File: src/source/axil_pkg.sv
`default_nettype none

package axil_pkg;

    // Bus widths
    localparam int ADDR_W = 4;
    localparam int DATA_W = 32;
    localparam int STRB_W = DATA_W / 8;

    typedef logic [ADDR_W-1:0] axil_addr_t;
    typedef logic [DATA_W-1:0] axil_data_t;
    typedef logic [STRB_W-1:0] axil_strb_t;
    typedef logic [1:0]        axil_resp_t;

    localparam axil_resp_t RESP_OKAY   = 2'b00;
    localparam axil_resp_t RESP_SLVERR = 2'b10;

    // ========================================
    // Register map

    localparam axil_addr_t REG_CTRL   = 4'h0;
    localparam axil_addr_t REG_SAMPLE = 4'h4;
    localparam axil_addr_t REG_RESULT = 4'h8;
    localparam axil_addr_t REG_STATUS = 4'hC;

    // Field positions inside CTRL and STATUS
    localparam int CTRL_MODE_BIT      = 0;
    localparam int CTRL_CLEAR_BIT     = 1;
    localparam int STATUS_FILLED_BIT  = 8;
    localparam int STATUS_OVF_BIT     = 9;

    // ========================================
    // Channel bundles

    typedef struct packed {
        logic       awvalid;
        axil_addr_t awaddr;
        logic       wvalid;
        axil_data_t wdata;
        axil_strb_t wstrb;
        logic       bready;
    } axil_wreq_t;

    typedef struct packed {
        logic       awready;
        logic       wready;
        logic       bvalid;
        axil_resp_t bresp;
    } axil_wrsp_t;

    typedef struct packed {
        logic       arvalid;
        axil_addr_t araddr;
        logic       rready;
    } axil_rreq_t;

    typedef struct packed {
        logic       arready;
        logic       rvalid;
        axil_data_t rdata;
        axil_resp_t rresp;
    } axil_rrsp_t;

endpackage

`default_nettype wire

File: src/source/filt_pkg.sv
`default_nettype none

package filt_pkg;

    // Data widths of the filter path
    localparam int SAMPLE_W = 16;
    localparam int RESULT_W = 16;

    // Input sample as written by software
    typedef logic signed [SAMPLE_W-1:0] sample_t;

    // Averaged output, same range as the input
    typedef logic signed [RESULT_W-1:0] result_t;

    // Division rounding applied to the window sum
    // TRUNC gives floor, NEAREST gives round half up
    typedef enum logic {
        ROUND_TRUNC   = 1'b0,
        ROUND_NEAREST = 1'b1
    } round_mode_e;

endpackage

`default_nettype wire

File: src/source/axil_regs.sv
`timescale 1ns/1ps
`default_nettype none

module axil_regs (
    input  wire                      clk,
    input  wire                      rst,
    input  wire axil_pkg::axil_wreq_t wreq,
    output axil_pkg::axil_wrsp_t     wrsp,
    input  wire axil_pkg::axil_rreq_t rreq,
    output axil_pkg::axil_rrsp_t     rrsp,
    output logic                     sample_valid,
    output filt_pkg::sample_t        sample,
    output filt_pkg::round_mode_e    round_mode,
    output logic                     clear,
    output logic                     pop,
    input  wire filt_pkg::result_t   head,
    input  wire [3:0]                level,
    input  wire                      filled,
    input  wire                      overflow
);

    typedef enum logic {W_IDLE, W_RESP} wr_state_e;
    typedef enum logic {R_IDLE, R_RESP} rd_state_e;

    wr_state_e             wr_state;
    rd_state_e             rd_state;
    filt_pkg::round_mode_e mode_q;
    axil_pkg::axil_resp_t  bresp_q;
    axil_pkg::axil_resp_t  rresp_q;
    axil_pkg::axil_data_t  rdata_q;
    axil_pkg::axil_resp_t  wr_resp_nxt;
    axil_pkg::axil_resp_t  rd_resp_nxt;
    axil_pkg::axil_data_t  rd_data_nxt;
    logic                  wr_accept;
    logic                  rd_accept;
    logic                  ctrl_write;
    logic                  fifo_empty;

    // Address and data are taken together, one write at a time
    assign wr_accept  = (wr_state == W_IDLE) && wreq.awvalid && wreq.wvalid;
    assign rd_accept  = (rd_state == R_IDLE) && rreq.arvalid;
    assign ctrl_write = wr_accept && (wreq.awaddr == axil_pkg::REG_CTRL) && wreq.wstrb[0];
    assign fifo_empty = (level == 4'd0);

    // ========================================
    // Strobes towards core and FIFO

    assign sample_valid = wr_accept && (wreq.awaddr == axil_pkg::REG_SAMPLE);
    assign sample       = filt_pkg::sample_t'(wreq.wdata[filt_pkg::SAMPLE_W-1:0]);
    assign clear        = ctrl_write && wreq.wdata[axil_pkg::CTRL_CLEAR_BIT];
    assign round_mode   = mode_q;
    assign pop          = rd_accept && (rreq.araddr == axil_pkg::REG_RESULT) && !fifo_empty;

    // Only CTRL and SAMPLE take writes
    assign wr_resp_nxt = ((wreq.awaddr == axil_pkg::REG_CTRL) ||
                          (wreq.awaddr == axil_pkg::REG_SAMPLE)) ?
                         axil_pkg::RESP_OKAY : axil_pkg::RESP_SLVERR;

    // ========================================
    // Write channel

    always_ff @(posedge clk) begin
        if (rst) begin
            wr_state <= W_IDLE;
            mode_q   <= filt_pkg::ROUND_TRUNC;
        end else begin
            case (wr_state)
                W_IDLE: begin
                    if (wr_accept) begin
                        wr_state <= W_RESP;
                    end
                end
                W_RESP: begin
                    if (wreq.bready) begin
                        wr_state <= W_IDLE;
                    end
                end
                default: wr_state <= W_IDLE;
            endcase
            if (ctrl_write) begin
                mode_q <= filt_pkg::round_mode_e'(wreq.wdata[axil_pkg::CTRL_MODE_BIT]);
            end
        end
    end

    always_ff @(posedge clk) begin
        if (wr_accept) begin
            bresp_q <= wr_resp_nxt;
        end
    end

    // ========================================
    // Read channel

    always_comb begin
        rd_data_nxt = '0;
        rd_resp_nxt = axil_pkg::RESP_OKAY;
        case (rreq.araddr)
            axil_pkg::REG_CTRL: begin
                rd_data_nxt[axil_pkg::CTRL_MODE_BIT] = mode_q;
            end
            axil_pkg::REG_RESULT: begin
                if (fifo_empty) begin
                    rd_resp_nxt = axil_pkg::RESP_SLVERR;
                end else begin
                    rd_data_nxt = {
                        {(axil_pkg::DATA_W - filt_pkg::RESULT_W){head[filt_pkg::RESULT_W-1]}},
                        head
                    };
                end
            end
            axil_pkg::REG_STATUS: begin
                rd_data_nxt[3:0]                        = level;
                rd_data_nxt[axil_pkg::STATUS_FILLED_BIT] = filled;
                rd_data_nxt[axil_pkg::STATUS_OVF_BIT]    = overflow;
            end
            // SAMPLE is write only, the rest is unmapped
            default: rd_resp_nxt = axil_pkg::RESP_SLVERR;
        endcase
    end

    always_ff @(posedge clk) begin
        if (rst) begin
            rd_state <= R_IDLE;
        end else begin
            case (rd_state)
                R_IDLE: begin
                    if (rd_accept) begin
                        rd_state <= R_RESP;
                    end
                end
                R_RESP: begin
                    if (rreq.rready) begin
                        rd_state <= R_IDLE;
                    end
                end
                default: rd_state <= R_IDLE;
            endcase
        end
    end

    always_ff @(posedge clk) begin
        if (rd_accept) begin
            rdata_q <= rd_data_nxt;
            rresp_q <= rd_resp_nxt;
        end
    end

    // Response bundles
    always_comb begin
        wrsp.awready = wr_accept;
        wrsp.wready  = wr_accept;
        wrsp.bvalid  = (wr_state == W_RESP);
        wrsp.bresp   = bresp_q;
        rrsp.arready = rd_accept;
        rrsp.rvalid  = (rd_state == R_RESP);
        rrsp.rdata   = rdata_q;
        rrsp.rresp   = rresp_q;
    end

endmodule

`default_nettype wire

File: src/source/window_ram.sv
`timescale 1ns/1ps
`default_nettype none

module window_ram #(
    parameter int WINDOW_LEN = 8
) (
    input  wire                          clk,
    input  wire                          we,
    input  wire [$clog2(WINDOW_LEN)-1:0] addr,
    input  wire filt_pkg::sample_t       wdata,
    output filt_pkg::sample_t            rdata
);

    // One entry per window position
    filt_pkg::sample_t mem [WINDOW_LEN];

    // ========================================
    // Read before write on the same address

    // The old entry leaves as the new sample goes in,
    // so rdata trails the input by exactly one window
    always_ff @(posedge clk) begin
        if (we) begin
            rdata     <= mem[addr];
            mem[addr] <= wdata;
        end
    end

endmodule

`default_nettype wire

File: src/source/moving_average.sv
`timescale 1ns/1ps
`default_nettype none

module moving_average #(
    parameter int WINDOW_LEN = 8
) (
    input  wire                         clk,
    input  wire                         rst,
    input  wire                         clear,
    input  wire                         sample_valid,
    input  wire filt_pkg::sample_t      sample,
    input  wire filt_pkg::round_mode_e  round_mode,
    output logic                        result_valid,
    output filt_pkg::result_t           result,
    output logic                        filled
);

    localparam int LOG2_LEN = $clog2(WINDOW_LEN);
    // Window sum plus one bit of headroom for the rounding offset
    localparam int ACC_W    = filt_pkg::SAMPLE_W + LOG2_LEN + 1;

    typedef logic [LOG2_LEN-1:0]                ptr_t;
    typedef logic [LOG2_LEN:0]                  count_t;
    typedef logic signed [filt_pkg::SAMPLE_W:0] diff_t;
    typedef logic signed [ACC_W-1:0]            acc_t;

    localparam acc_t   HALF = acc_t'(WINDOW_LEN / 2);
    localparam count_t FULL = count_t'(WINDOW_LEN);

    ptr_t              wr_ptr;
    count_t            fill_cnt;
    filt_pkg::sample_t ram_rdata;
    filt_pkg::sample_t old_sample;
    logic              s1_valid;
    logic              s1_use_old;
    filt_pkg::sample_t s1_sample;
    logic              s2_valid;
    diff_t             s2_diff;
    acc_t              acc;
    acc_t              acc_sum;
    acc_t              acc_rnd;
    acc_t              acc_avg;

    assign filled = (fill_cnt == FULL);

    // Comb delay line
    window_ram #(
        .WINDOW_LEN (WINDOW_LEN)
    ) window_ram_i (
        .clk   (clk),
        .we    (sample_valid),
        .addr  (wr_ptr),
        .wdata (sample),
        .rdata (ram_rdata)
    );

    // Until the window has filled the RAM holds stale data
    assign old_sample = s1_use_old ? ram_rdata : '0;

    // Integrator and scaling
    assign acc_sum = acc + acc_t'(s2_diff);
    assign acc_rnd = (round_mode == filt_pkg::ROUND_NEAREST) ? acc_sum + HALF : acc_sum;
    assign acc_avg = acc_rnd >>> LOG2_LEN;

    // ========================================
    // Control and integrator state

    always_ff @(posedge clk) begin
        if (rst || clear) begin
            wr_ptr       <= '0;
            fill_cnt     <= '0;
            s1_valid     <= 1'b0;
            s2_valid     <= 1'b0;
            result_valid <= 1'b0;
            acc          <= '0;
        end else begin
            s1_valid     <= sample_valid;
            s2_valid     <= s1_valid;
            result_valid <= s2_valid;
            if (sample_valid) begin
                wr_ptr <= wr_ptr + 1'b1;
                if (!filled) begin
                    fill_cnt <= fill_cnt + 1'b1;
                end
            end
            if (s2_valid) begin
                acc <= acc_sum;
            end
        end
    end

    // ========================================
    // Pipeline payload

    always_ff @(posedge clk) begin
        if (sample_valid) begin
            s1_sample  <= sample;
            s1_use_old <= filled;
        end
        if (s1_valid) begin
            s2_diff <= diff_t'(s1_sample) - diff_t'(old_sample);
        end
        if (s2_valid) begin
            result <= acc_avg[filt_pkg::RESULT_W-1:0];
        end
    end

endmodule

`default_nettype wire

File: src/source/result_fifo.sv
`timescale 1ns/1ps
`default_nettype none

module result_fifo #(
    parameter int FIFO_DEPTH = 8
) (
    input  wire                     clk,
    input  wire                     rst,
    input  wire                     clear,
    input  wire                     push,
    input  wire filt_pkg::result_t  din,
    input  wire                     pop,
    output filt_pkg::result_t       head,
    output logic [3:0]              level,
    output logic                    overflow
);

    localparam int PTR_W = (FIFO_DEPTH > 1) ? $clog2(FIFO_DEPTH) : 1;

    typedef logic [PTR_W-1:0] ptr_t;

    localparam ptr_t LAST = ptr_t'(FIFO_DEPTH - 1);

    filt_pkg::result_t mem [FIFO_DEPTH];
    ptr_t              wr_ptr;
    ptr_t              rd_ptr;
    logic [3:0]        count;
    logic              full;
    logic              do_push;
    logic              do_pop;

    assign full    = (count == 4'(FIFO_DEPTH));
    assign do_pop  = pop && (count != 4'd0);
    // A pop frees a slot for a push in the same cycle
    assign do_push = push && (!full || do_pop);
    assign head    = mem[rd_ptr];
    assign level   = count;

    always_ff @(posedge clk) begin
        if (rst || clear) begin
            wr_ptr   <= '0;
            rd_ptr   <= '0;
            count    <= '0;
            overflow <= 1'b0;
        end else begin
            if (do_push) begin
                wr_ptr <= (wr_ptr == LAST) ? '0 : wr_ptr + 1'b1;
            end
            if (do_pop) begin
                rd_ptr <= (rd_ptr == LAST) ? '0 : rd_ptr + 1'b1;
            end
            if (do_push && !do_pop) begin
                count <= count + 4'd1;
            end else if (do_pop && !do_push) begin
                count <= count - 4'd1;
            end
            // Sticky until clear
            if (push && !do_push) begin
                overflow <= 1'b1;
            end
        end
    end

    always_ff @(posedge clk) begin
        if (do_push) begin
            mem[wr_ptr] <= din;
        end
    end

endmodule

`default_nettype wire

File: src/source/avg_filter_top.sv
`timescale 1ns/1ps
`default_nettype none

module avg_filter_top #(
    parameter int WINDOW_LEN = 8,
    parameter int FIFO_DEPTH = 8
) (
    input  wire                       clk,
    input  wire                       rst,
    input  wire axil_pkg::axil_wreq_t wreq,
    output axil_pkg::axil_wrsp_t      wrsp,
    input  wire axil_pkg::axil_rreq_t rreq,
    output axil_pkg::axil_rrsp_t      rrsp
);

    logic                  sample_valid;
    filt_pkg::sample_t     sample;
    filt_pkg::round_mode_e round_mode;
    logic                  clear;
    logic                  result_valid;
    filt_pkg::result_t     result;
    logic                  filled;
    logic                  pop;
    filt_pkg::result_t     head;
    logic [3:0]            level;
    logic                  overflow;

    // ========================================
    // Bus side register block

    axil_regs axil_regs_i (
        .clk          (clk),
        .rst          (rst),
        .wreq         (wreq),
        .wrsp         (wrsp),
        .rreq         (rreq),
        .rrsp         (rrsp),
        .sample_valid (sample_valid),
        .sample       (sample),
        .round_mode   (round_mode),
        .clear        (clear),
        .pop          (pop),
        .head         (head),
        .level        (level),
        .filled       (filled),
        .overflow     (overflow)
    );

    // Averaging core
    moving_average #(
        .WINDOW_LEN (WINDOW_LEN)
    ) moving_average_i (
        .clk          (clk),
        .rst          (rst),
        .clear        (clear),
        .sample_valid (sample_valid),
        .sample       (sample),
        .round_mode   (round_mode),
        .result_valid (result_valid),
        .result       (result),
        .filled       (filled)
    );

    // Results wait here until software reads them
    result_fifo #(
        .FIFO_DEPTH (FIFO_DEPTH)
    ) result_fifo_i (
        .clk      (clk),
        .rst      (rst),
        .clear    (clear),
        .push     (result_valid),
        .din      (result),
        .pop      (pop),
        .head     (head),
        .level    (level),
        .overflow (overflow)
    );

endmodule

`default_nettype wire

File: config.mk
export PLATFORM = sky130hd
export DESIGN_NAME = avg_filter_top
export DESIGN_NICKNAME = d
export VERILOG_FILES = /design/src/source/axil_pkg.sv /design/src/source/filt_pkg.sv /design/src/source/axil_regs.sv /design/src/source/window_ram.sv /design/src/source/moving_average.sv /design/src/source/result_fifo.sv /design/src/source/avg_filter_top.sv
export SDC_FILE = /design/constraint.sdc
export NUM_CORES = 1
export LEC_CHECK = 0
export BUFFER_PORTS_ARGS = -buffer_cell sky130_fd_sc_hd__clkbuf_2
export CORE_ASPECT_RATIO = 2
export CORE_MARGIN = 8
export CORE_UTILIZATION = 45
export DETAILED_ROUTE_END_ITERATION = 6
export GPL_TIMING_DRIVEN = 1
export PLACE_DENSITY = 0.66
export SLEW_MARGIN = 20
export SYNTH_ARGS = -nofsm -noshare
export SYNTH_HDL_FRONTEND = slang
export SYNTH_SLANG_ARGS = --single-unit
File: constraint.sdc
create_clock -name clk -period 5.4 [get_ports clk]
set_input_delay 0.54 -clock clk [delete_from_list [all_inputs] [get_ports clk]]
set_output_delay 0.54 -clock clk [all_outputs]
set_load 0.01 [all_outputs]
# Word level (Yosys, flattened, before mapping)
# Memory sizes are Yosys's and may differ from the RTL's. A register that Yosys moved wholly into a read port is not among the register bits.
# Cells that the tools add are included.
[word_totals]
reg_bits = 114
mem_bits_rw = 256
in_bits = 51
out_inout_bits = 41
elab_cells = 97
memories = 2
[memory_table]
columns = ["memory", "words", "word_bits", "read_ports", "rd_ports_with_merged_regs", "wr", "line_no", "rtl"]
rows = [
  ["moving_average_i.window_ram_i.mem", 8, 16, 1, 1, 1, "window_ram.sv:15", "filt_pkg::sample_t mem [WINDOW_LEN];"],
  ["result_fifo_i.mem", 8, 16, 1, 1, 1, "result_fifo.sv:24", "filt_pkg::result_t mem [FIFO_DEPTH];"],
]
[classes]
add_sub_neg = 9
eq_ne = 7
muxes = 25
bitwise = 4
reduce_logical = 29
[ops]
columns = ["cell", "n"]
rows = [
  ["20-bit by 17-bit adder with 20-bit output", 1],
  ["19-bit by 4-bit adder with 19-bit output (second input constant)", 1],
  ["19-bit 2-to-1 mux", 1],
  ["16-bit by 16-bit subtractor with 17-bit output", 1],
  ["4-bit == test (second input constant)", 4],
  ["16-bit 2-to-1 mux", 1],
  ["1-bit logical AND", 14],
  ["4-bit logical NOT", 3],
  ["3-bit 2-to-1 mux", 4],
  ["10-bit 2-to-1 mux", 1],
  ["3-bit by 1-bit adder with 3-bit output (second input constant)", 3],
  ["4-bit by 1-bit adder with 4-bit output (second input constant)", 2],
  ["1-bit 2-to-1 mux", 8],
  ["4-bit 2-to-1 mux", 2],
  ["2-bit one-hot mux with 2 select lines", 2],
  ["3-bit == test (second input constant)", 2],
  ["3-bit one-hot mux with 2 select lines", 1],
  ["4-bit by 3-bit == test with 1-bit output (second input constant)", 1],
  ["1-bit logical NOT", 4],
  ["2-bit 2-to-1 mux", 2],
  ["1-bit inverter", 4],
  ["1-bit one-hot mux with 2 select lines", 2],
  ["4-bit nonzero test", 1],
  ["2-bit OR reduction", 2],
  ["other kinds (5)", 7],
]

# Depth between registers and ports, before layout
# Gate-level depths: netlist of run 1.
[depth]
depth_word = 11
ltp_mapped = 14
depth_no_buf = 14

# Hierarchy
# Synthesis of run 1 repeated with hierarchy kept, for this count alone.
[unflattened]
hier_cells = 1060
hier_area_um2 = 16893.7
[modules_own_cells]
columns = ["module", "instances", "cells_each", "area_each_um2"]
rows = [
  ["result_fifo", 1, 264, 5614.1],
  ["window_ram", 1, 238, 5452.7],
  ["moving_average", 1, 441, 4536.9],
  ["axil_regs", 1, 117, 1290.0],
]

# Worst setup path before layout of run 1
# No wires, ideal clock.
[synth_path]
kind = "input to register"
start = "input rreq[5] (netlist name)"
end = "memory result_fifo_i.mem[1][0] (netlist name) (enable)"
setup_ns = 0.436
t_arrival_ns = 4.026
path_slack_ns = 0.938
stages = 5
cell_sequence = "nor2b_1 -> nand4b_1 -> nand3_1 -> nand2_1 -> nor4b_1"
[synth_via]
elab_chain_len = 8
[synth_rtl]
columns = ["item", "line_no", "rtl"]
rows = [
  ["start, declared", "avg_filter_top.sv:12", "input wire axil_pkg::axil_rreq_t rreq,"],
  ["1-bit logical AND", "axil_regs.sv:41", "assign rd_accept = (rd_state == R_IDLE) && rreq.arvalid;"],
  ["1-bit logical AND (2 in a row)", "axil_regs.sv:52", "assign pop = rd_accept && (rreq.araddr == axil_pkg::REG_RESULT) && !fifo_empty;"],
  ["1-bit logical AND", "result_fifo.sv:33", "assign do_pop = pop && (count != 4'd0);"],
  ["1-bit logical OR", "result_fifo.sv:35", "assign do_push = push && (!full || do_pop);"],
  ["1-bit logical AND", "result_fifo.sv:35", ""],
  ["1-bit 2-to-1 mux", "result_fifo.sv:65", "if (do_push) begin"],
  ["1-bit 2-to-1 mux (implied by the code)", "result_fifo.sv:66", "mem[wr_ptr] <= din;"],
  ["end, declared", "result_fifo.sv:24", ""],
]
# Every way passes these cells.

# Final worst setup path of run 1
[layout_path]
start = "register moving_average_i.s1_use_old"
end = "register moving_average_i.s2_diff[16], data pin"
[layout_via]
elab_chain_len = 2
[layout_rtl]
columns = ["item", "line_no", "rtl"]
rows = [
  ["start, declared", "moving_average.sv:35", "logic s1_use_old;"],
  ["start signal, assigned", "moving_average.sv:98", "s1_use_old <= filled;"],
  ["16-bit 2-to-1 mux", "moving_average.sv:58", "assign old_sample = s1_use_old ? ram_rdata : '0;"],
  ["16-bit by 16-bit subtractor with 17-bit output", "moving_average.sv:101", "s2_diff <= diff_t'(s1_sample) - diff_t'(old_sample);"],
  ["end signal, assigned", "moving_average.sv:101", ""],
  ["end, declared", "moving_average.sv:38", "diff_t s2_diff;"],
]
# Every way passes these cells.
# A chain may end at the register's enable or synchronous reset.

==> results of run 1 <==
layout make-up:
type	instances	area, µm²	area share
Sequential cell	386	11100	0.605
Inverter	26	97.6	0.00530
Clock inverter	20	176	0.00958
Timing Repair Buffer	88	489	0.0266
Tap cell	454	568	0.0309
Clock buffer	42	943	0.0513
Multi-Input combinational cell	543	5000	0.271
flip-flops by register name, summed over array words and instances, names as in the netlist, 3 cells and up, named ones only:
signal / cells
result_fifo_i.level: 4
result_fifo_i.wr_ptr: 3
moving_average_i.fill_cnt: 4
moving_average_i.window_ram_i.rdata: 16
result_fifo_i.mem: 128
moving_average_i.s2_diff: 17
axil_regs_i.rdata_q: 16
moving_average_i.acc: 19
moving_average_i.result: 16
moving_average_i.wr_ptr: 3
moving_average_i.s1_sample: 16
moving_average_i.window_ram_i.mem: 128
result_fifo_i.rd_ptr: 3
per-stage QoR:
| stage | power (mW) | utilization | hold WS (ps) | setup WS [ps] | instance area [µm²] |
|---|---|---|---|---|---|
| 2_1_floorplan | 3.36 | - | 440 | 938 | 16400 |
| 3_3_place_gp | 3.40 | 0.478 | 467 | 1570 | 17300 |
| 3_5_place_dp | 3.40 | 0.478 | 480 | 1610 | 17300 |
| 4_1_cts | 5.81 | 0.509 | 215 | 1600 | 18400 |
| 5_1_grt | 5.91 | 0.509 | 218 | 1350 | 18400 |
| 6_report | 5.75 | 0.509 | 236 | 1620 | 18400 |
layer usage:
| metal | share of wire | up-vias | global-route usage |
|---|---|---|---|
| met2 | 0.53 | 139 | 0.266 |
| met5 | 0 | - | 0 |
| met4 | 0.020 | 0 | 0.0445 |
| li1 | - | 4024 | - |
| met3 | 0.035 | 38 | 0.0196 |
| met1 | 0.41 | 4325 | 0.182 |
synthesized netlist by cell type (9+ instances only):
cell      number
edfxtp_1     340
nor2_1        81
o21ai_0       18
nor3_1        20
xnor2_1       31
a21o_1        11
ha_1          45
nand2_1       45
nor2b_1       10
mux2i_1       31
mux4_2        64
buf_4         23
dfxtp_1       46
nand3_1        9
a211oi_1      13
inv_1         24
mux2_2        16
clkbuf_1      20
a21oi_1       31
xor2_1        14
worst paths after layout:
check                                             start                                      to  slack (ps)  cells past startpoint
hold / removal                                      rst         axil_regs_i.rd_state$_SDFF_PP0_         240                      2
setup / recovery  moving_average_i.s1_use_old$_DFFE_PP_  moving_average_i.s2_diff[16]$_DFFE_PP_        1620                     12
setup reg to reg  moving_average_i.s1_use_old$_DFFE_PP_  moving_average_i.s2_diff[16]$_DFFE_PP_        1620                     12
hold reg to reg   moving_average_i.acc[16]$_SDFFE_PP0P_   moving_average_i.acc[16]$_SDFFE_PP0P_         490                      2
cell families after synthesis:
kind of cell,Yosys count,synth area share
flip-flops,386,0.679
XOR/XNOR,46,0.0250
adder cells (fa/ha/maj),48,0.0380
AO/OA/AOI/OAI,113,0.0483
other,1,0.000229
buffers and inverters,80,0.0242
multiplexers,111,0.118
AND/OR/NAND/NOR,223,0.0680
worst max-delay path: stages (launching register included):
cell and delay, ps:
edfxtp_1 650, and2_1 260, ha_1 210, fa_1 410
nor2b_1 130, o21ai_0 100, a21boi_0 250, o21ai_0 140
a21oi_1 360, a211oi_1 150, nor4b_1 460, o21ai_0 180
a31o_2 260
power groups by stage:
stage / Sequential, mW / Combinational (mW) / Clock, mW
after global routing: 3.24 / 0.106 / 2.57
after global placement: 3.30 / 0.0941 / 0
after detailed placement: 3.30 / 0.0970 / 0
after CTS: 3.24 / 0.0976 / 2.48
after floorplan: 3.31 / 0.0538 / 0
final: 3.24 / 0.0954 / 2.41
==> results by group, run 1 <==
Clock tree
  – Clock sink total: 386
  – H-tree levels: 2
  – Post_cts resized: 0
  – Worst-Skew Late Latency: 540 ps
  – # Post-CTS Setup Buffers: 0
  – CTS tree: yes
  – CTS Hold Bufs: 0
  – CTS buffer count: 35
  – Max clock buf depth: 3
  – Root buffer cell: clkbuf_16
  – Clock slew at reported path FFs: 60 ps

Run
  – Max cap viols: 0

Logic synthesis
  – Syn. warnings: 0
  – Largest area contributor in the netlist: edfxtp_1
  – EDFF count, synth: 340
  – Sequential fraction of the synthesis area: 0.679
  – Synth cell types: 74
  – Mapped Area: 16,400 µm²
  – Ys flop type: edfxtp_1
  – Mapped Avg Cell Area: 16.3 µm²
  – Top post-synthesis cells by area: edfxtp_1, mux4_2, dfxtp_1
  – Post-synth top area share: 0.622
  – FF+latch count, synth: 386
  – Asr flop ratio synth: 0
  – Synth Instances: 1,008

Finish
  – # diodes: 0
  – Most common cell after layout, fill and taps aside: edfxtp_1
  – Filler cells: 3,007
  – Commonest non-fill, non-tap cells in the layout: edfxtp_1, nor2_1, clkbuf_2
  – Non-Filler Instances: 1,559
  – Area Growth Syn to Fin: 12.2%
  – Share of cells above drive strength 1: 0.228
  – Layout Nets: 1,179

Critical path
  – Largest fanout on the critical path: 16
  – Critical Path RT: 5700 ps
  – Crit start category: flip-flop
  – Critical path type: reg2reg
  – Critical Path AT: 4070 ps
  – Worst setup EP type: flip-flop

Routing
  – Number of nets with antenna violations after routing: 0
  – Number of detailed-route iterations in the first pass: 5
  – Vias: 8,526
  – Drt via density: 5.47
  – Final WL: 31,400 µm
  – Residual DRC count: 0
  – WL per Instance: 20.1 µm
  – Iter 0 DRT Violations: 410

Pwr
  – Flop pwr share: 0.563
  – Pwr Density: 312 nW/µm²
  – P_leak: 6.19 nW
  – Maximum vdd drop: 0.280 mV
  – Sw Ratio: 0.196
  – NetSw: 1.13 mW
  – Cell Int Power: 4.62 mW
  – Clock power share: 0.420
  – Combinational share of power: 0.017

STA
  – Clock skew: 27.6 ps
  – Setup-failing EPs final: 0
  – Setup TNS: 0 ps
  – Setup repair after global routing missed its margin: false
  – Slew Viols, Final: 0
  – Slew HR: 0.279
  – Slew @ Worst Pin: 1080 ps
  – Fin. Hold Viols: 0
  – Final worst path period need: 3780 ps
  – Fin crit share: 0.699
  – F_max: 265 MHz

Floorplan
  – Die height: 286 µm
  – Io pins: 92
  – Placeable Area: 36,200 µm²
  – Std cell rows: 99
  – Die X: 151 µm
  – DIE AREA: 43,200 µm²
  – Initial Utilization: 0.454

Global route
  – First-pass GRT wire length: 49,400 µm
  – Global Route Usage Sum: 0.149
  – Initial antenna violation count: 0
  – Global route total overflow: 0
  – Vias in the first global route: 8,928
  – Largest net degree at the start of global routing: 41

Hold path
  – Hold crit path type: in2reg

Place
  – Inst Count DP: 1,496
  – DP HPWL: 19,600 µm
  – PortBufs: 70
  – Gpl congestion: 0.823

Run status
  – Status: completed
Power figures use the tool's default switching activity.
==> run 2: changes to the inputs <==
--- a/config.mk
+++ b/config.mk
@@ -11,7 +11,7 @@
 export CORE_UTILIZATION = 45
 export DETAILED_ROUTE_END_ITERATION = 6
 export GPL_TIMING_DRIVEN = 1
-export PLACE_DENSITY = 0.66
+export PLACE_DENSITY = 0.68
 export SLEW_MARGIN = 20
 export SYNTH_ARGS = -nofsm -noshare
 export SYNTH_HDL_FRONTEND = slang
==> constraint.sdc (replaced) <==
create_clock -name clk -period 3.4 [get_ports clk]
set_input_delay 0.34 -clock clk [delete_from_list [all_inputs] [get_ports clk]]
set_output_delay 0.34 -clock clk [all_outputs]
set_load 0.01 [all_outputs]
==> run 2 against run 1 <==
Fmax grew 18%. Hold slack lost 170 ps. Highest routed layer unchanged. Die area is the same. Setup slack lost 1400 ps. Critical endpoint is now moving_average_i.result[14]$_DFFE_PP_. Critical path type unchanged. Clock-buffer cell count shrank 1. First-iteration DRC count grew 58%. Sequential cell count is the same. Clock power grew 58%.
==> results by group, run 2 (same netlist as run 1, synthesis figures left out) <==
Run status
  – Status: completed

Clock tree
  – Root buffer cell: clkbuf_16
  – H-tree levels: 2 (unchanged)
  – Clock sink total: 386 (unchanged)
  – CTS tree: yes
  – Clock slew at reported path FFs: 70 ps (about the same)
  – Max clock buf depth: 3 (unchanged)
  – Worst-Skew Late Latency: 530 ps (about the same)
  – CTS buffer count: 35 (unchanged)

Routing
  – Number of detailed-route iterations in the first pass: 6 (+1)
  – Vias: 8,796 (+3.2%)
  – Drt via density: 5.52 (+0.96%)
  – Final WL: 32,400 µm (+3.3%)
  – WL per Instance: 20.3 µm (+1.1%)
  – Number of nets with antenna violations after routing: 0 (unchanged)
  – Residual DRC count: 0 (unchanged)
  – Iter 0 DRT Violations: 647 (+58%)

Critical path
  – Reg2reg end: moving_average_i.result[14]$_DFFE_PP_
  – Crit start category: flip-flop
  – Reg2reg start: moving_average_i.s2_diff[0]$_DFFE_PP_
  – Worst setup EP type: flip-flop
  – Critical Path AT: 3480 ps (-590 ps)
  – Crit-path max cell delay: 380 ps (-270 ps)
  – Worst Reg-to-Reg Cells: 12 (unchanged)
  – Worst path buffer plus inverter count: 1 (+1)
  – Critical path type: reg2reg
  – Worst path top cell family by delay: compound AO/OA/AOI/OAI gates
  – Critical-path cell list: ha_1 > inv_1 > fa_1 > nand2b_1 > a21oi_1 > o311a_1 > o32a_1 > a2111oi_4 > nor2_1 > xnor2_2 > nor3b_2 > xnor2_1
  – Crit path from: moving_average_i.s2_diff[0]$_DFFE_PP_
  – Critical Path RT: 3670 ps (-2030 ps)
  – Largest fanout on the critical path: 4 (-12)
  – Slowest cell on crit path: o32a_1
  – FF-to-FF setup slack: 190 ps (-1430 ps)

Pwr
  – Maximum vdd drop: 0.405 mV (+45%)
  – Combinational share of power: 0.017 (about the same)
  – NetSw: 1.84 mW (+63%)
  – Pwr Density: 489 nW/µm² (+57%)
  – Clock power share: 0.418 (-0.002)
  – P_leak: 6.36 nW (+2.8%)
  – Flop pwr share: 0.564 (about the same)
  – Sw Ratio: 0.202 (+0.00583)
  – Tot Pwr: 9.11 mW (+59%)
  – Cell Int Power: 7.27 mW (+57%)

STA
  – F_max: 312 MHz (+18%)
  – Fin. Hold Viols: 0 (unchanged)
  – Final worst path period need: 3210 ps (-566 ps)
  – Slew HR: 0.404 (+0.125)
  – Hold WS: 69.9 ps (-166 ps)
  – Setup-failing EPs final: 0 (unchanged)
  – Fin crit share: 0.944 (+0.245)
  – Slew Viols, Final: 0 (unchanged)
  – Slew @ Worst Pin: 893 ps (-185 ps)
  – Clock skew: 14.8 ps (-12.9 ps)

Floorplan
  – Placeable Area: 36,200 µm² (unchanged)
  – Std cell rows: 99 (unchanged)
  – Io pins: 92 (unchanged)
  – Die X: 151 µm (unchanged)
  – Die height: 286 µm (unchanged)
  – Initial Utilization: 0.454 (unchanged)
  – DIE AREA: 43,200 µm² (unchanged)

Hold path
  – Worst Hold Path Cells: 3 (+1)
  – Worst hold start: wreq[0]
  – Hold endpoint: axil_regs_i.wr_state$_SDFF_PP0_
  – Hold crit path type: in2reg

Finish
  – Largest registers: moving_average_i.window_ram_i.mem (128), result_fifo_i.mem (128), moving_average_i.acc (19)
  – # diodes: 0 (unchanged)
  – Area Growth Syn to Fin: 13.6%
  – Non-Filler Instances: 1,593 (+2.2%)
  – Commonest non-fill, non-tap cells in the layout: edfxtp_1, nor2_1, clkbuf_2
  – Share of cells above drive strength 1: 0.253 (+0.0248)
  – Layout Nets: 1,211 (+2.7%)
  – Most common cell after layout, fill and taps aside: edfxtp_1

Global route
  – Global Route Usage Sum: 0.153 (+0.00452)
  – First-pass GRT wire length: 50,800 µm (+3.0%)
  – Vias in the first global route: 9,246 (+3.6%)
  – Initial antenna violation count: 1 (+1)
  – Largest net degree at the start of global routing: 41 (unchanged)
  – Global route total overflow: 0 (unchanged)

Place
  – PortBufs: 70 (unchanged)
  – DP HPWL: 21,300 µm (+8.8%)
  – Gpl congestion: 0.810 (-1.5%)
  – Inst Count DP: 1,526 (+2.0%)

Run
  – Max cap viols: 0 (unchanged)
==> run 2: cell count changes in the layout (fill, tap and decap cells not counted), moves of 2 or more <==
cell	previous run	this run
inv_6	1	5
nor4b_4	0	2
clkinvlp_4	2	5
nor3b_2	1	4
clkbuf_8	2	0
clkinv_4	3	0
buf_4	17	49
nor3_4	6	1
clkbuf_1	4	6
nor3_2	1	6
nor3b_4	2	0
==> run 2: per-stage QoR <==
stage	TNS, ps	area [µm²]	utilization	setup slack, ps
finish	0	18600	0.515	190
CTS	0	18600	0.514	58.7
detailed placement	0	17500	0.483	92.1
global route	-46.2	18600	0.515	-28.8
floorplan	0	16400	-	79.5
global placement	0	17500	0.483	130
==> run 2: final cells by class <==
type                            count  area [µm²]
Clock buffer                       41         898
Clock inverter                     23         199
Fill cell                        2996       17500
Inverter                           26        97.6
Multi-Input combinational cell    543        5010
Sequential cell                   386       11100
Tap cell                          454         568
Timing Repair Buffer              120         728
==> run 2: how the worst max path moves through the flow <==
stage / end / slack, ps / depth (start not counted)
6_report: moving_average_i.result[14]$_DFFE_PP_ / 190 / 12
5_1_grt: moving_average_i.result[15]$_DFFE_PP_ / -30 / 12
3_5_place_dp: moving_average_i.result[15]$_DFFE_PP_ / 90 / 12
4_1_cts: moving_average_i.result[14]$_DFFE_PP_ / 60 / 11
2_1_floorplan: moving_average_i.window_ram_i.mem[4][0]$_DFFE_PP_ / 80 / 6
3_3_place_gp: moving_average_i.result[15]$_DFFE_PP_ / 130 / 12
==> run 2: per-layer routing <==
layer | track usage | vias up | part of all wire
li1 | - | 4083 | -
met1 | 0.198 | 4456 | 0.42
met2 | 0.258 | 204 | 0.51
met3 | 0.0222 | 53 | 0.046
met4 | 0.0535 | 0 | 0.026
met5 | 0 | - | 0
==> run 2: worst register-to-register path, cell delays in order, from the launching register on <==
cell and delay, ps:
edfxtp_1 370, ha_1 230, inv_1 80, fa_1 220, nand2b_1 190, a21oi_1 130
o311a_1 330, o32a_1 380, a2111oi_4 390, nor2_1 110, xnor2_2 310, nor3b_2 90
xnor2_1 130
==> run 2: power by group through the flow <==
stage	logic (mW)	clock network [mW]	registers, mW
after detailed placement	0.159	0	5.25
after CTS	0.161	3.92	5.14
after global routing	0.175	4.08	5.14
final	0.158	3.81	5.14
after global placement	0.154	0	5.25
after floorplan	0.0856	0	5.25
==> run 2: what timing repair did <==
action / in CTS / in global routing
endpoints found under the hold margin: 2 / 0
setup buffers: 0 / 2
resized for setup: 0 / 8
endpoints found under the setup margin: 0 / 7
hold buffers: 1 / 0
==> run 3: changes to the inputs <==
--- a/config.mk
+++ b/config.mk
@@ -8,11 +8,13 @@
 export BUFFER_PORTS_ARGS = -buffer_cell sky130_fd_sc_hd__clkbuf_2
 export CORE_ASPECT_RATIO = 2
 export CORE_MARGIN = 8
-export CORE_UTILIZATION = 45
+export CORE_UTILIZATION = 40
+export CTS_BUF_LIST = sky130_fd_sc_hd__clkbuf_4 sky130_fd_sc_hd__clkbuf_8 sky130_fd_sc_hd__clkbuf_16
 export DETAILED_ROUTE_END_ITERATION = 6
 export GPL_TIMING_DRIVEN = 1
-export PLACE_DENSITY = 0.68
+export PLACE_DENSITY = 0.62
 export SLEW_MARGIN = 20
 export SYNTH_ARGS = -nofsm -noshare
 export SYNTH_HDL_FRONTEND = slang
 export SYNTH_SLANG_ARGS = --single-unit
+export TNS_END_PERCENT = 20
==> run 3 against run 2 <==
Utilization is 5.3 points lower. Sequential share of layout area fell by 0.57 points. Non-clock buffer count down 6. Via count fell by 0.84%.
==> results by group, run 3 (same netlist as run 1, synthesis figures left out) <==
Floorplan
  – Die X: 159 µm (+5.4%)
  – Std cell rows: 105 (+6.1%)
  – Placeable Area: 40,700 µm² (+13%)
  – Die height: 302 µm (+5.7%)
  – Io pins: 92 (unchanged)
  – DIE AREA: 48,100 µm² (+11%)
  – Initial Utilization: 0.403 (-0.0507)

Critical path
  – Largest fanout on the critical path: 4 (unchanged)
  – Critical Path RT: 3660 ps (about the same)
  – Slowest cell on crit path: o32a_1
  – Reg2reg end: moving_average_i.result[15]$_DFFE_PP_
  – Worst path buffer plus inverter count: 1 (unchanged)
  – Critical-path cell list: ha_1 > inv_1 > fa_1 > nand2b_1 > a21oi_1 > o311a_1 > o32a_1 > a2111oi_4 > nor2_1 > xnor2_2 > nor4_4 > xnor2_1
  – Worst path top cell family by delay: compound AO/OA/AOI/OAI gates
  – Worst setup EP type: flip-flop
  – Crit start category: flip-flop
  – Crit-path max cell delay: 420 ps (+40 ps)
  – Critical path type: reg2reg
  – Worst Reg-to-Reg Cells: 12 (unchanged)
  – Reg2reg start: moving_average_i.s2_diff[0]$_DFFE_PP_
  – Critical Path AT: 3560 ps (+80 ps)
  – FF-to-FF setup slack: 100 ps (-90 ps)

Pwr
  – Clock power share: 0.435 (+0.017)
  – Combinational share of power: 0.017 (about the same)
  – Flop pwr share: 0.549 (-0.015)
  – NetSw: 1.75 mW (-4.9%)
  – Maximum vdd drop: 0.479 mV (+18%)
  – P_leak: 6.40 nW (+0.48%)
  – Pwr Density: 498 nW/µm² (+1.9%)
  – Sw Ratio: 0.187 (-0.0152)
  – Cell Int Power: 7.62 mW (+4.8%)

Routing
  – Number of detailed-route iterations in the first pass: 5 (-1)
  – Drt via density: 5.24 (-5.2%)
  – Final WL: 32,500 µm (+0.34%)
  – Number of nets with antenna violations after routing: 0 (unchanged)
  – Iter 0 DRT Violations: 480 (-26%)
  – Vias: 8,722 (-0.84%)
  – WL per Instance: 19.5 µm (-4.1%)
  – Residual DRC count: 0 (unchanged)

Finish
  – Filler cells: 3,530 (+18%)
  – Commonest non-fill, non-tap cells in the layout: edfxtp_1, nor2_1, clkbuf_2
  – Register area: 11,100 µm² (unchanged)
  – Layout Nets: 1,205 (-0.50%)
  – Non-Filler Instances: 1,666 (+4.6%)
  – Most common cell after layout, fill and taps aside: edfxtp_1
  – Final instance area: 18,800 µm² (+0.96%)
  – Area Growth Syn to Fin: 14.7%
  – Share of cells above drive strength 1: 0.250 (-0.00263)
  – Largest registers: moving_average_i.window_ram_i.mem (128), result_fifo_i.mem (128), moving_average_i.acc (19)
  – # diodes: 0 (unchanged)
  – Area of the multi-input gates: 5010 µm² (about the same)

Run
  – Max cap viols: 0 (unchanged)

STA
  – Fin crit share: 0.970 (+0.0259)
  – Fin. Hold Viols: 0 (unchanged)
  – Setup TNS: 0 ps (unchanged)
  – Setup ws final: 102 ps (-88.1 ps)
  – Final worst path period need: 3300 ps (+88.1 ps)
  – F_max: 303 MHz (-2.7%)
  – Hold WS: 48.3 ps (-21.6 ps)
  – Clock skew: 19.0 ps (+4.27 ps)
  – Setup repair after global routing missed its margin: true
  – Slew @ Worst Pin: 1050 ps (+154 ps)
  – Setup-failing EPs final: 0 (unchanged)
  – Slew Viols, Final: 0 (unchanged)
  – Slew HR: 0.301 (-0.103)

Global route
  – Largest net degree at the start of global routing: 41 (unchanged)
  – Vias in the first global route: 9,301 (+0.59%)
  – First-pass GRT wire length: 51,100 µm (+0.54%)
  – Global route total overflow: 0 (unchanged)
  – Global Route Usage Sum: 0.136 (-0.0179)
  – Initial antenna violation count: 0 (-1)

Clock tree
  – Max clock buf depth: 3 (unchanged)
  – H-tree levels: 2 (unchanged)
  – Worst-Skew Late Latency: 520 ps (about the same)
  – Root buffer cell: clkbuf_16
  – Clock sink total: 386 (unchanged)
  – CTS buffer count: 35 (unchanged)
  – CTS tree: yes
  – Clock slew at reported path FFs: 70 ps (about the same)

Hold path
  – Worst hold start: rst
  – Hold crit path type: in2reg
  – Hold endpoint: axil_regs_i.wr_state$_SDFF_PP0_
  – Worst Hold Path Cells: 2 (-1)

Place
  – PortBufs: 70 (unchanged)
  – Inst Count DP: 1,604 (+5.1%)
  – DP HPWL: 20,900 µm (-1.6%)
  – Pre-CTS WS: 106 ps (+13.6 ps)
  – Gpl congestion: 0.828 (+2.1%)
  – Area after DPL: 17,600 µm² (+0.63%)

Run status
  – Status: completed
run 3: cell types whose count changed in the layout (fill, tap and decap cells not counted), sizes merged:
cell	delta
buf	-5
clkinvlp	-4
clkbuf	+4
dlygate4sd3	-1
clkinv	+1
inv	-6
bufinv	+3
run 3: timing repair:
action,4_1_cts,5_1_grt
setup endpoints to repair,0,6
resized for setup,0,6
hold buffers,0,0
setup buffers,0,0
run 3: power by group through the flow:
| stage | clock, mW | combinational (mW) | sequential [mW] |
|---|---|---|---|
| after floorplan | 0 | 0.0854 | 5.25 |
| after global placement | 0 | 0.153 | 5.25 |
| after detailed placement | 0 | 0.158 | 5.25 |
| after CTS | 4.19 | 0.158 | 5.14 |
| after global routing | 4.34 | 0.173 | 5.14 |
| final | 4.08 | 0.155 | 5.14 |
run 3: how the worst max path moves through the flow:
stage	from	to	slack (ps)	depth (start not counted)
global route	moving_average_i.s2_diff[0]$_DFFE_PP_	moving_average_i.result[14]$_DFFE_PP_	-30	12
finish	moving_average_i.s2_diff[0]$_DFFE_PP_	moving_average_i.result[15]$_DFFE_PP_	100	12
global placement	moving_average_i.acc[0]$_SDFFE_PP0P_	moving_average_i.result[15]$_DFFE_PP_	110	12
detailed placement	moving_average_i.s2_diff[0]$_DFFE_PP_	moving_average_i.result[15]$_DFFE_PP_	110	12
floorplan	rreq[5]	result_fifo_i.mem[3][0]$_DFFE_PP_	-290	5
CTS	moving_average_i.s2_diff[0]$_DFFE_PP_	moving_average_i.result[15]$_DFFE_PP_	70	12
run 3: layout make-up:
cell class	instances	area share
sequential	386	0.592
multi-input combinational	543	0.266
clock buffer	45	0.0524
timing repair buffer	114	0.0375
tap	535	0.0356
clock inverter	17	0.0111
inverter	26	0.00519
run 3: metal layers:
metal  track usage  vias up  share of wire
li1              -     4075              -
met1         0.165     4431           0.42
met2         0.241      166           0.52
met3        0.0218       50          0.038
met4        0.0449        0          0.022
met5             0        -              0
run 3: per-stage QoR:
stage / total power, mW / utilization
5_1_grt: 9.65 / 0.462
3_5_place_dp: 5.41 / 0.432
6_report: 9.37 / 0.462
3_3_place_gp: 5.40 / 0.432
2_1_floorplan: 5.34 / -
4_1_cts: 9.49 / 0.461
